## src/hdl/mmu_pkg.sv

```systemverilog
`default_nettype none

package mmu_pkg;
    localparam int TLB_ENTRIES = 16;
    localparam int TLB_IDX_W   = 4;
    localparam int VPN2_W      = 19;
    localparam int ASID_W      = 8;
    localparam int PFN_W       = 20;

    // EntryLo fields
    localparam int LO_PFN_LSB  = 6;
    localparam int LO_C_LSB    = 3;
    localparam int LO_D_BIT    = 2;
    localparam int LO_V_BIT    = 1;
    localparam int LO_G_BIT    = 0;
    // EntryHi and Index fields
    localparam int HI_VPN2_LSB = 13;
    localparam int HI_ASID_LSB = 0;
    localparam int IDX_P_BIT   = 31;

    typedef struct packed {
        logic [PFN_W-1:0] pfn;
        logic [2:0]       c;
        logic             d;
        logic             v;
    } tlb_page_t;

    typedef struct packed {
        logic [VPN2_W-1:0] vpn2;
        logic [ASID_W-1:0] asid;
        logic              g;
        tlb_page_t         lo0;
        tlb_page_t         lo1;
    } tlb_entry_t;

    typedef struct packed {
        logic [VPN2_W-1:0] vpn2;
        logic [ASID_W-1:0] asid;
    } tlb_key_t;

    typedef struct packed {
        logic                 found;
        logic [TLB_IDX_W-1:0] index;
        tlb_page_t            lo0;
        tlb_page_t            lo1;
    } tlb_hit_t;

    typedef struct packed {
        logic                 en;
        logic [TLB_IDX_W-1:0] index;
        tlb_entry_t           entry;
    } tlb_write_t;

    typedef enum logic [2:0] {NOP, MTC0, TLBP, TLBR, TLBWI, TLBWR} cp0_op_e;

    typedef enum logic [2:0] {
        REG_INDEX,
        REG_RANDOM,
        REG_ENTRYHI,
        REG_ENTRYLO0,
        REG_ENTRYLO1
    } cp0_reg_e;

    typedef enum logic [1:0] {
        FAULT_NONE,
        FAULT_REFILL,
        FAULT_INVALID,
        FAULT_MODIFIED
    } tlb_fault_e;

    // EntryLo register image from a page and its g bit
    function automatic logic [31:0] lo_pack(tlb_page_t page, logic g);
        logic [31:0] r;
        r = '0;
        r[LO_PFN_LSB +: PFN_W] = page.pfn;
        r[LO_C_LSB +: 3]       = page.c;
        r[LO_D_BIT]            = page.d;
        r[LO_V_BIT]            = page.v;
        r[LO_G_BIT]            = g;
        return r;
    endfunction

    function automatic tlb_page_t lo_unpack(logic [31:0] r);
        tlb_page_t page;
        page.pfn = r[LO_PFN_LSB +: PFN_W];
        page.c   = r[LO_C_LSB +: 3];
        page.d   = r[LO_D_BIT];
        page.v   = r[LO_V_BIT];
        return page;
    endfunction
endpackage

`default_nettype wire
```

## src/hdl/mmu_top.sv

```systemverilog
`timescale 1ns/1ps
`default_nettype none

module mmu_top (
    input  logic                clk,
    input  logic                reset,
    input  mmu_pkg::cp0_op_e    cp0_op,
    input  mmu_pkg::cp0_reg_e   cp0_reg,
    input  logic [31:0]         cp0_wdata,
    output logic [31:0]         cp0_rdata,
    input  logic [31:0]         inst_vaddr,
    output logic [31:0]         inst_paddr,
    output mmu_pkg::tlb_fault_e inst_fault,
    input  logic [31:0]         data_vaddr,
    input  logic                data_store,
    output logic [31:0]         data_paddr,
    output mmu_pkg::tlb_fault_e data_fault
);
    mmu_pkg::tlb_write_t           wr;
    logic [mmu_pkg::TLB_IDX_W-1:0] read_index;
    mmu_pkg::tlb_entry_t           read_entry;
    logic                          probe;
    mmu_pkg::tlb_key_t             probe_key;
    mmu_pkg::tlb_key_t             inst_key;
    mmu_pkg::tlb_key_t             data_key;
    mmu_pkg::tlb_hit_t             inst_hit;
    mmu_pkg::tlb_hit_t             data_hit;
    logic [mmu_pkg::ASID_W-1:0]    asid;

    cp0_tlb_regs cp0_tlb_regs_inst (
        .clk        (clk),
        .reset      (reset),
        .op         (cp0_op),
        .sel        (cp0_reg),
        .wdata      (cp0_wdata),
        .rdata      (cp0_rdata),
        .wr         (wr),
        .read_index (read_index),
        .read_entry (read_entry),
        .probe      (probe),
        .probe_key  (probe_key),
        .probe_hit  (data_hit),
        .asid       (asid)
    );

    tlb tlb_inst (
        .clk        (clk),
        .reset      (reset),
        .wr         (wr),
        .read_index (read_index),
        .read_entry (read_entry),
        .inst_key   (inst_key),
        .inst_hit   (inst_hit),
        .data_key   (data_key),
        .probe      (probe),
        .probe_key  (probe_key),
        .data_hit   (data_hit)
    );

    addr_translate inst_translate (
        .vaddr (inst_vaddr),
        .store (1'b0),  // Fetches never write
        .asid  (asid),
        .key   (inst_key),
        .hit   (inst_hit),
        .paddr (inst_paddr),
        .fault (inst_fault)
    );

    addr_translate data_translate (
        .vaddr (data_vaddr),
        .store (data_store),
        .asid  (asid),
        .key   (data_key),
        .hit   (data_hit),
        .paddr (data_paddr),
        .fault (data_fault)
    );
endmodule

`default_nettype wire

```

## src/hdl/addr_translate.sv

```systemverilog
`timescale 1ns/1ps
`default_nettype none

module addr_translate (
    input  logic [31:0]                vaddr,
    input  logic                       store,
    input  logic [mmu_pkg::ASID_W-1:0] asid,
    output mmu_pkg::tlb_key_t          key,
    input  mmu_pkg::tlb_hit_t          hit,
    output logic [31:0]                paddr,
    output mmu_pkg::tlb_fault_e        fault
);
    logic               unmapped;
    mmu_pkg::tlb_page_t page;

    assign unmapped = (vaddr[31:30] == 2'b10);  // kseg0 and kseg1
    assign key.vpn2 = vaddr[31 -: mmu_pkg::VPN2_W];
    assign key.asid = asid;
    assign page     = vaddr[12] ? hit.lo1 : hit.lo0;  // Odd page in lo1

    always_comb begin
        if (unmapped) begin
            paddr = {3'b000, vaddr[28:0]};
            fault = mmu_pkg::FAULT_NONE;
        end else begin
            paddr = {page.pfn, vaddr[11:0]};
            if (!hit.found) begin
                fault = mmu_pkg::FAULT_REFILL;
            end else if (!page.v) begin
                fault = mmu_pkg::FAULT_INVALID;
            end else if (store && !page.d) begin
                fault = mmu_pkg::FAULT_MODIFIED;
            end else begin
                fault = mmu_pkg::FAULT_NONE;
            end
        end
    end
endmodule

`default_nettype wire

```

## src/hdl/cp0_tlb_regs.sv

```systemverilog
`timescale 1ns/1ps
`default_nettype none

module cp0_tlb_regs (
    input  logic                          clk,
    input  logic                          reset,
    input  mmu_pkg::cp0_op_e              op,
    input  mmu_pkg::cp0_reg_e             sel,
    input  logic [31:0]                   wdata,
    output logic [31:0]                   rdata,
    output mmu_pkg::tlb_write_t           wr,
    output logic [mmu_pkg::TLB_IDX_W-1:0] read_index,
    input  mmu_pkg::tlb_entry_t           read_entry,
    output logic                          probe,
    output mmu_pkg::tlb_key_t             probe_key,
    input  mmu_pkg::tlb_hit_t             probe_hit,
    output logic [mmu_pkg::ASID_W-1:0]    asid
);
    logic                          index_p;  // Probe failed
    logic [mmu_pkg::TLB_IDX_W-1:0] index;
    logic [mmu_pkg::TLB_IDX_W-1:0] random;
    mmu_pkg::tlb_key_t             entry_hi;
    mmu_pkg::tlb_page_t            lo0;
    mmu_pkg::tlb_page_t            lo1;
    logic                          g0;
    logic                          g1;

    always_ff @(posedge clk) begin
        if (reset) begin
            index_p  <= 1'b0;
            index    <= '0;
            random   <= '1;
            entry_hi <= '0;
            lo0      <= '0;
            lo1      <= '0;
            g0       <= 1'b0;
            g1       <= 1'b0;
        end else begin
            random <= random - 1'b1;  // Wraps from 0 to 15
            case (op)
                mmu_pkg::MTC0: begin
                    case (sel)
                        mmu_pkg::REG_INDEX: index <= wdata[mmu_pkg::TLB_IDX_W-1:0];
                        mmu_pkg::REG_ENTRYHI: begin
                            entry_hi.vpn2 <= wdata[mmu_pkg::HI_VPN2_LSB +: mmu_pkg::VPN2_W];
                            entry_hi.asid <= wdata[mmu_pkg::HI_ASID_LSB +: mmu_pkg::ASID_W];
                        end
                        mmu_pkg::REG_ENTRYLO0: begin
                            lo0 <= mmu_pkg::lo_unpack(wdata);
                            g0  <= wdata[mmu_pkg::LO_G_BIT];
                        end
                        mmu_pkg::REG_ENTRYLO1: begin
                            lo1 <= mmu_pkg::lo_unpack(wdata);
                            g1  <= wdata[mmu_pkg::LO_G_BIT];
                        end
                        default: begin
                        end  // Random is read only
                    endcase
                end
                mmu_pkg::TLBP: begin
                    index_p <= ~probe_hit.found;
                    index   <= probe_hit.index;
                end
                mmu_pkg::TLBR: begin
                    entry_hi.vpn2 <= read_entry.vpn2;
                    entry_hi.asid <= read_entry.asid;
                    lo0           <= read_entry.lo0;
                    lo1           <= read_entry.lo1;
                    g0            <= read_entry.g;
                    g1            <= read_entry.g;
                end
                default: begin
                end
            endcase
        end
    end

    always_comb begin
        rdata = '0;
        case (sel)
            mmu_pkg::REG_INDEX: begin
                rdata[mmu_pkg::IDX_P_BIT]           = index_p;
                rdata[mmu_pkg::TLB_IDX_W-1:0]       = index;
            end
            mmu_pkg::REG_RANDOM: rdata[mmu_pkg::TLB_IDX_W-1:0] = random;
            mmu_pkg::REG_ENTRYHI: begin
                rdata[mmu_pkg::HI_VPN2_LSB +: mmu_pkg::VPN2_W] = entry_hi.vpn2;
                rdata[mmu_pkg::HI_ASID_LSB +: mmu_pkg::ASID_W] = entry_hi.asid;
            end
            mmu_pkg::REG_ENTRYLO0: rdata = mmu_pkg::lo_pack(lo0, g0);
            mmu_pkg::REG_ENTRYLO1: rdata = mmu_pkg::lo_pack(lo1, g1);
            default: rdata = '0;
        endcase
    end

    // Entry image for TLBWI and TLBWR
    always_comb begin
        wr.en         = (op == mmu_pkg::TLBWI) || (op == mmu_pkg::TLBWR);
        wr.index      = (op == mmu_pkg::TLBWR) ? random : index;
        wr.entry.vpn2 = entry_hi.vpn2;
        wr.entry.asid = entry_hi.asid;
        wr.entry.g    = g0 & g1;
        wr.entry.lo0  = lo0;
        wr.entry.lo1  = lo1;
    end

    assign read_index = index;
    assign probe      = (op == mmu_pkg::TLBP);
    assign probe_key  = entry_hi;
    assign asid       = entry_hi.asid;
endmodule

`default_nettype wire

```

## src/hdl/tlb.sv

```systemverilog
`timescale 1ns/1ps
`default_nettype none

module tlb (
    input  logic                          clk,
    input  logic                          reset,
    input  mmu_pkg::tlb_write_t           wr,
    input  logic [mmu_pkg::TLB_IDX_W-1:0] read_index,
    output mmu_pkg::tlb_entry_t           read_entry,
    input  mmu_pkg::tlb_key_t             inst_key,
    output mmu_pkg::tlb_hit_t             inst_hit,
    input  mmu_pkg::tlb_key_t             data_key,
    input  logic                          probe,
    input  mmu_pkg::tlb_key_t             probe_key,
    output mmu_pkg::tlb_hit_t             data_hit
);
    mmu_pkg::tlb_entry_t           entries [mmu_pkg::TLB_ENTRIES];
    mmu_pkg::tlb_key_t             search_key;
    logic                          inst_found;
    logic                          data_found;
    logic [mmu_pkg::TLB_IDX_W-1:0] inst_index;
    logic [mmu_pkg::TLB_IDX_W-1:0] data_index;

    always_ff @(posedge clk) begin
        if (reset) begin
            for (int i = 0; i < mmu_pkg::TLB_ENTRIES; i++) begin
                entries[i] <= '0;
            end
        end else if (wr.en) begin
            entries[wr.index] <= wr.entry;
        end
    end

    assign read_entry = entries[read_index];  // For TLBR

    // TLBP borrows the data-side search port
    assign search_key = probe ? probe_key : data_key;

    tlb_lookup inst_lookup (
        .key     (inst_key),
        .entries (entries),
        .found   (inst_found),
        .index   (inst_index)
    );

    tlb_lookup data_lookup (
        .key     (search_key),
        .entries (entries),
        .found   (data_found),
        .index   (data_index)
    );

    always_comb begin
        inst_hit.found = inst_found;
        inst_hit.index = inst_index;
        inst_hit.lo0   = entries[inst_index].lo0;
        inst_hit.lo1   = entries[inst_index].lo1;

        data_hit.found = data_found;
        data_hit.index = data_index;
        data_hit.lo0   = entries[data_index].lo0;
        data_hit.lo1   = entries[data_index].lo1;
    end
endmodule

`default_nettype wire

```

## src/hdl/tlb_lookup.sv

```systemverilog
`timescale 1ns/1ps
`default_nettype none

module tlb_lookup (
    input  mmu_pkg::tlb_key_t             key,
    input  mmu_pkg::tlb_entry_t           entries [mmu_pkg::TLB_ENTRIES],
    output logic                          found,
    output logic [mmu_pkg::TLB_IDX_W-1:0] index
);
    logic [mmu_pkg::TLB_ENTRIES-1:0] hits;

    always_comb begin
        for (int i = 0; i < mmu_pkg::TLB_ENTRIES; i++) begin
            hits[i] = (entries[i].vpn2 == key.vpn2) &&
                      ((entries[i].asid == key.asid) || entries[i].g);
        end
    end

    assign found = |hits;

    // Miss or multiple hit encodes as 0
    always_comb begin
        index = '0;
        if ($onehot(hits)) begin
            for (int i = 0; i < mmu_pkg::TLB_ENTRIES; i++) begin
                if (hits[i]) begin
                    index = i[mmu_pkg::TLB_IDX_W-1:0];
                end
            end
        end
    end
endmodule

`default_nettype wire

```

## config.mk

```make
export PLATFORM = sky130hd
export DESIGN_NAME = mmu_top
export DESIGN_NICKNAME = d
export VERILOG_FILES = /design/src/hdl/mmu_pkg.sv /design/src/hdl/mmu_top.sv /design/src/hdl/addr_translate.sv /design/src/hdl/cp0_tlb_regs.sv /design/src/hdl/tlb.sv /design/src/hdl/tlb_lookup.sv
export SDC_FILE = /design/constraint.sdc
export NUM_CORES = 2
export LEC_CHECK = 0
export BUFFER_PORTS_ARGS = -buffer_cell sky130_fd_sc_hd__buf_2
export CAP_MARGIN = 15
export CORE_ASPECT_RATIO = 0.6
export CORE_MARGIN = 1.5
export CORE_UTILIZATION = 25
export DETAILED_ROUTE_END_ITERATION = 16
export HOLD_SLACK_MARGIN = 0.03
export SLEW_MARGIN = 30
export SYNTH_ARGS = -nofsm -noshare
export SYNTH_HDL_FRONTEND = slang
export SYNTH_SLANG_ARGS = --single-unit
```

## constraint.sdc

```tcl
create_clock -name clk -period 11.8 [get_ports clk]
set_input_delay 2.36 -clock clk [delete_from_list [all_inputs] [get_ports clk]]
set_output_delay 2.36 -clock clk [all_outputs]
set_load 0.005 [all_outputs]
```

# Yosys cells after proc, flatten, opt, wreduce, memory -nomap -nowiden

Cells that the tools add are included.

Flip-flop bits (word level): 1336
Latch bits: 0
Memory bits (writable): 0
ROM bits: 0
Input bits: 105
Output and inout bits: 100
Logic and storage cells: 465
Memories kept: 0

Add/sub/neg operators: 31
Multipliers: 0
Div/mod/pow operators: 0
$lt $le $gt $ge: 5
Equality and inequality tests: 81
Shift operators: 0
Mux-type cells: 74
Bitwise operators: 6
Reductions and logical operators: 77

Operator list:

| cell                                       | count |
|---|---|
| bitwise mux 1248 bit                       | 1 |
| binary-select mux 78 bit (select 4 bit)    | 3 |
| == test 19 bit                             | 32 |
| demux 78 bit (select 4 bit)                | 1 |
| == test 8 bit                              | 32 |
| two-way mux 78 bit                         | 3 |
| two-way mux 50 bit                         | 4 |
| two-way mux 4 bit                          | 32 |
| two-way mux 25 bit                         | 4 |
| one-hot mux 25 bit (2 select lines)        | 2 |
| two-way mux 32 bit                         | 2 |
| two-way mux 27 bit                         | 2 |
| one-hot mux 18 bit (3 select lines)        | 1 |
| one-hot mux 27 bit (2 select lines)        | 1 |
| logical AND 1 bit                          | 34 |
| logical OR 1 bit                           | 33 |
| adder 1 x 1 -> 2 bit                       | 16 |
| OR reduction 16 bit                        | 2 |
| adder 2 x 2 -> 3 bit                       | 8 |
| >= comparator 5 bit, second input constant | 4 |
| NOT 4 -> 5 bit                             | 4 |
| one-hot mux 4 bit (5 select lines)         | 1 |
| adder 3 x 3 -> 4 bit                       | 4 |
| two-way mux 2 bit                          | 7 |
| 20 further kinds                           | 41 |

# Depth between registers and ports, before layout

Word-level depth: 32
Gate-level depth with buffers: 35
Depth with buffers taken out: 26

# Modules after synthesis

From an unflattened synthesis, not the netlist that was laid out.

Cell total of the unflattened synthesis: 9696
Area total of the unflattened synthesis: 86970.9 sq um

By module, submodules not included:

| module         | instances | cells each | area each (sq um) | sequential area each (sq um) |
|---|---|---|---|---|
| tlb            | 1         | 7395       | 68206.7           | 24984.0 |
| tlb_lookup     | 2         | 708        | 5789.3            | 0.0 |
| cp0_tlb_regs   | 1         | 660        | 5630.4            | 1761.7 |
| addr_translate | 2         | 112        | 775.7             | 0.0 |
| mmu_top        | 1         | 1          | 3.8               | 0.0 |

# Worst setup path before layout

OpenSTA, ideal clock, no wires.

Kind: in2out
From: input inst_vaddr[14]
To: output inst_fault[1]
Data arrival time: 9.577 ns
Required time: 9.440 ns
Path slack: -0.137 ns
Stages: 29
Buffers on the path: 7
Cells stage by stage: clkbuf_1 > clkbuf_1 > xor2_1 > nor4_1 > nand4_1 > or3_1 > fa_1 > fa_1 > inv_1 > fa_1 > inv_1 > fa_1 > inv_1 > ha_1 > inv_1 > fa_1 > a2111oi_0 > a21oi_1 > or4_1 > clkbuf_1 > clkbuf_1 > nor2_1 > clkbuf_1 > clkbuf_1 > buf_1 > nand3_1 > a31oi_1 > nand4_1 > nand2_1

Word-level cells in the longest chain between the ends: 26
Elaborated cells on any way between the ends: 73
Classes of those cells: add/sub (15); eq/ne (17); mux (23); bitwise (1); reduce/logical (17)

RTL lines:

| what                                                   | RTL line             | RTL |
|---|---|---|
| from (decl)                                            | mmu_top.sv:11        | `input logic [31:0] inst_vaddr,` |
| == test 19 bit                                         | tlb_lookup.sv:14     | `hits[i] = (entries[i].vpn2 == key.vpn2) &&` |
| logical AND 1 bit                                      | tlb_lookup.sv:14     |  |
| two-way mux 1 bit                                      | tlb_lookup.sv:26     | `if (hits[i]) begin` |
| two-way mux 4 bit (14 in series)                       | tlb_lookup.sv:26     |  |
| two-way mux 4 bit                                      | tlb_lookup.sv:24     | `if ($onehot(hits)) begin` |
| NOT 4 -> 5 bit (implied by the code)                   | tlb.sv:56, tlb.sv:57 |  |
| binary-select mux 78 bit (select 4 bit)                | tlb.sv:56, tlb.sv:57 |  |
| two-way mux 50 bit (implied by the code) (2 in series) | tlb.sv:56            | `inst_hit.lo0 = entries[inst_index].lo0;` |
| two-way mux 25 bit                                     | addr_translate.sv:19 | `assign page = vaddr[12] ? hit.lo1 : hit.lo0;` |
| two-way mux 2 bit                                      | addr_translate.sv:29 | `end else if (!page.v) begin` |
| two-way mux 2 bit *                                    | addr_translate.sv:27 | `if (!hit.found) begin` |
| two-way mux 2 bit *                                    | addr_translate.sv:22 | `if (unmapped) begin` |
| to (decl)                                              | mmu_top.sv:13        | `output mmu_pkg::tlb_fault_e inst_fault,` |

Every way passes the cells marked *; elsewhere a longest branch is shown, timed or not. The select of a mux whose other input is x is not followed.

# Final worst setup path

From: input cp0_op[2]
To: output data_paddr[27]

Word-level cells in the longest chain between the ends: 26
Elaborated cells on any way between the ends: 72
Classes of those cells: add/sub (15); eq/ne (18); mux (22); bitwise (1); reduce/logical (16)

RTL lines:

| what                                                     | RTL line             | RTL |
|---|---|---|
| from (decl)                                              | mmu_top.sv:7         | `input mmu_pkg::cp0_op_e cp0_op,` |
| == test 3 x 2 -> 1 bit *                                 | cp0_tlb_regs.sv:108  | `assign probe = (op == mmu_pkg::TLBP);` |
| two-way mux 27 bit *                                     | tlb.sv:37            | `assign search_key = probe ? probe_key : data_key;` |
| == test 19 bit                                           | tlb_lookup.sv:14     |  |
| logical AND 1 bit                                        | tlb_lookup.sv:14     |  |
| two-way mux 1 bit                                        | tlb_lookup.sv:26     |  |
| two-way mux 4 bit (14 in series)                         | tlb_lookup.sv:26     |  |
| two-way mux 4 bit *                                      | tlb_lookup.sv:24     |  |
| NOT 4 -> 5 bit (implied by the code) *                   | tlb.sv:61, tlb.sv:62 |  |
| binary-select mux 78 bit (select 4 bit) *                | tlb.sv:61, tlb.sv:62 |  |
| two-way mux 50 bit (implied by the code) * (2 in series) | tlb.sv:61            | `data_hit.lo0 = entries[data_index].lo0;` |
| two-way mux 25 bit *                                     | addr_translate.sv:19 |  |
| two-way mux 32 bit *                                     | addr_translate.sv:22 |  |
| to (decl)                                                | mmu_top.sv:16        | `output logic [31:0] data_paddr,` |

Marked as above.

==> metrics.md <==
| Metric | Value |
|---|---|
| Pwr dens | `~110 nW/µm²` |
| Initial DRC count | `around 17000` |
| Clk slew on worst S/H paths | `0.07 ns` |
| Max cap viols | `0` |
| Fmax | `80.9 MHz` |
| Antenna viol nets, final | `0` |
| Instance count of the mapped netlist | `10506` |
| Seq/Total Area, Yosys | `32.7%` |
| Vias in the first global route | `78933` |
| FP Rows | `162` |
| Final WL | `just over 500000 µm` |
| Cell Area, Synth | `approximately 80000 µm²` |
| Hold Vio Cnt, Final | `0` |
| DP HPWL | `348000 µm` |
| Reg2reg setup slack | `4.55 ns` |
| Initial antenna violation count | `63` |
| Crit path kind | `in -> out` |
| Tmin final | `12.36 ns` |
| # IOs | `roughly 200` |
| DR pass1 iterations | `10` |
| Nature of the critical path endpoint | `primary output` |
| Leak | `36.2 nW` |
| Yosys reg bits | `1336` |
| Final Skew | `0.0519 ns` |
| Crit-path max cell delay | `0.63 ns` |
| CP required | `around 9.4 ns` |
| CTS Root Cell | `clkbuf_16` |
| DR vias | `89968` |
| Count of flip-flops with a built-in enable after synthesis | `0` |
| Register share of total power | `42.9%` |
| Core footprint | `between 300000 and 400000 µm²` |
| Hold WC Path Type | `reg -> reg` |
| Reg-to-Reg Start | `cp0_tlb_regs_inst.probe_key[21]` |
| Drt drc | `0` |
| Crit Reg-Reg Endpoint | `cp0_tlb_regs_inst.read_index[3]` |
| Worst VDD drop | `about 0.11 mV` |
| Status | `finished, violations left` |
| Psw | `roughly 3.1 mW` |
| HP Start | `tlb_inst.entries[393]` |
| Die span in x | `742 µm` |
| Headroom to the max-slew limit | `16.0%` |
| R2R cell count | `26` |
| Fin nets | `10923` |
| Final Max Tran Viols | `0` |
| Clock network fraction of total power | `45.0%` |
| RD Place Congestion | `1.08` |
| Die area | `331000 µm²` |
| Most frequent cells in the layout | `nand2_1 (3065), a21oi_1 (1416), dfxtp_1 (1321)` |
| PnR worst setup slack | `-0.558 ns` |
| Int Pwr | `about 7.7 mW` |
| Total CTS buffers | `144` |
| TritonCTS Sinks | `1336` |
| Mapped Avg Cell Area | `7.79 µm²` |
| Slew @ Worst Pin | `1.26 ns` |
| Layout area overhead | `25.0%` |
| Ys Warns | `0` |
| Worst-path maximum fanout | `10` |
| Via density per instance | `5.90` |
| Dpl ws | `-1.72 ns` |
| Mapped Nets | `10644` |
| Most common cell after layout, fill and taps aside | `nand2_1` |
| RSZ-0062 raised after global routing | `yes` |
| Worst setup SP type | `input port` |
| Starting Density | `between 20% and 30%` |
| Predominant post-synthesis flop cell | `dfxtp_1` |
| Logic pwr share | `12.2%` |
| Hold EP | `tlb_inst.entries[393]` |
| Number of I/O port buffers | `between 150 and 200` |
| Final core utilization | `between 30% and 40%` |
| Hold depth | `2` |
| Fin area | `102000 µm²` |
| First-pass GRT wire length | `684000 µm` |
| Wirelength per Cell | `33.5 µm` |
| Slowest cell on the critical path | `nor3b_4` |
| Netlist cell types | `90` |
| Clock latency on the worst-skew pair | `0.86 ns` |
| Failing checks | `negative setup slack` |
| Largest net degree at the start of global routing | `212` |
| Die Y | `~450 µm` |
| Share of cells above drive strength 1 | `20.8%` |
| Grt total ovfl | `0` |
| Tot GR Track Use | `29.3%` |
| Asr flop ratio synth | `0%` |
| Fin crit share | `105%` |
| H-Tree Depth | `4` |
| CTS Buffer Depth | `4` |
| Critical path arrival | `10.00 ns` |
| CTS tree | `built` |
| Placed Area | `92200 µm²` |
| Sw Share | `a little under 30%` |
| Final Setup Violations | `43` |
-- layer usage --
layer | track usage (%) | wire length, µm
met2 | 36.5 | 184000
met1 | 41.1 | 207000
met3 | 15.6 | 95900
met4 | 11.2 | 24100
met5 | 0.174 | 374
-- cell families after synthesis --
group / synth area share, %
DFF: 32.7
and+or+nand+nor: 21.0
xor gates and xnor gates: 8.04
adders and majority gates: 0.688
buffers and inverters: 5.84
muxes: 15.7
AOI/OAI and AO/OA: 16.0
-- stage by stage --
stage | std cells | setup TNS (ns) | hold slack, ns | total power, mW
2_1_floorplan | 10506 | -0.0254 | 0.427 | 5.24
3_3_place_gp | 14770 | -35.91 | 0.439 | 5.91
3_5_place_dp | 14777 | -35.46 | 0.446 | 5.90
4_1_cts | 15151 | -8.11 | 0.454 | 10.7
5_1_grt | 15233 | -18.22 | 0.469 | 11.0
6_report | 15247 | -13.77 | 0.452 | 10.8
-- critical path, delay by kind of cell --
family	cells	cell delay [ns]
AOI/OAI and AO/OA	5	1.02
buffers and inverters	14	1.77
adders and majority gates	5	2.23
and+or+nand+nor	10	2.54
-- power groups by stage --
stage          registers, mW  logic (mW)  clock network [mW]
5_1_grt                 4.63        1.31                5.02
2_1_floorplan           4.65       0.592                   0
6_report                4.63        1.31                4.86
3_3_place_gp            4.73        1.18                   0
4_1_cts                 4.63        1.22                4.84
3_5_place_dp            4.73        1.17                   0
-- registers in the layout (all words and copies together) (netlist names) --
signal and cells:
cp0_tlb_regs_inst.asid 8, cp0_tlb_regs_inst.g0 1, cp0_tlb_regs_inst.g1 1, cp0_tlb_regs_inst.index_p 1
cp0_tlb_regs_inst.probe_key 19, cp0_tlb_regs_inst.random 4, cp0_tlb_regs_inst.read_index 4, cp0_tlb_regs_inst.wr 50
tlb_inst.entries 1248
-- worst max-delay path by stage --
stage	slack, ns	end	cells after the start	from
3_5_place_dp	-1.72	data_fault[0]	35	cp0_op[0]
6_report	-0.56	data_paddr[27]	34	cp0_op[2]
5_1_grt	-0.60	data_paddr[12]	34	cp0_op[2]
3_3_place_gp	-1.80	data_fault[0]	35	cp0_op[0]
4_1_cts	-0.44	data_paddr[27]	34	cp0_op[2]
2_1_floorplan	-0.03	inst_fault[1]	29	inst_vaddr[15]
-- timing repair --
action | CTS | global route
pin swaps | 201 | 165
setup buffers | 117 | 80
hold buffers | 0 | 0
cloned | 28 | 8
setup endpoints to repair | 43 | 43
gates resized for setup | 493 | 242
-- cells in the mapped netlist, drive strengths merged (9+ instances only) --
library cell | count | share of area [%]
o21ai | 187 | 1.1
o221ai | 18 | 0.19
o211a | 18 | 0.22
nor2b | 18 | 0.14
fa | 20 | 0.49
and3 | 59 | 0.45
a22o | 40 | 0.43
a222oi | 9 | 0.11
mux2 | 21 | 0.29
a31oi | 75 | 0.57
a221o | 33 | 0.40
xnor2 | 281 | 3.0
ha | 13 | 0.20
nor2 | 354 | 1.6
nor4 | 127 | 1.0
clkbuf | 850 | 3.9
nand3 | 239 | 1.5
mux4 | 400 | 11
o2111ai | 14 | 0.15
nand2b | 38 | 0.29
inv | 98 | 0.45
buf | 230 | 1.5
and2 | 55 | 0.42
a211oi | 95 | 0.87
nand2 | 3113 | 14
o211ai | 52 | 0.48
o22ai | 61 | 0.47
xor2 | 471 | 5.0
dfxtp | 1336 | 33
a21oi | 1468 | 9.0
nand4 | 77 | 0.59
nor3 | 67 | 0.43
a22oi | 28 | 0.26
mux2i | 345 | 4.4
or3 | 15 | 0.11
a221oi | 37 | 0.40
a2111oi | 59 | 0.64
-- layout make-up --
type / instances / area [µm²]
Tap cell: 4346 / 5440
Clock inverter: 36 / 469
Fill cell: 34038 / 223000
Antenna cell: 20 / 50.0
Inverter: 99 / 377
Clock buffer: 206 / 4270
Multi-Input combinational cell: 7993 / 52700
Timing Repair Buffer: 1211 / 12300
Sequential cell: 1336 / 26800
No activity file was read; power rests on OpenSTA's default activity.
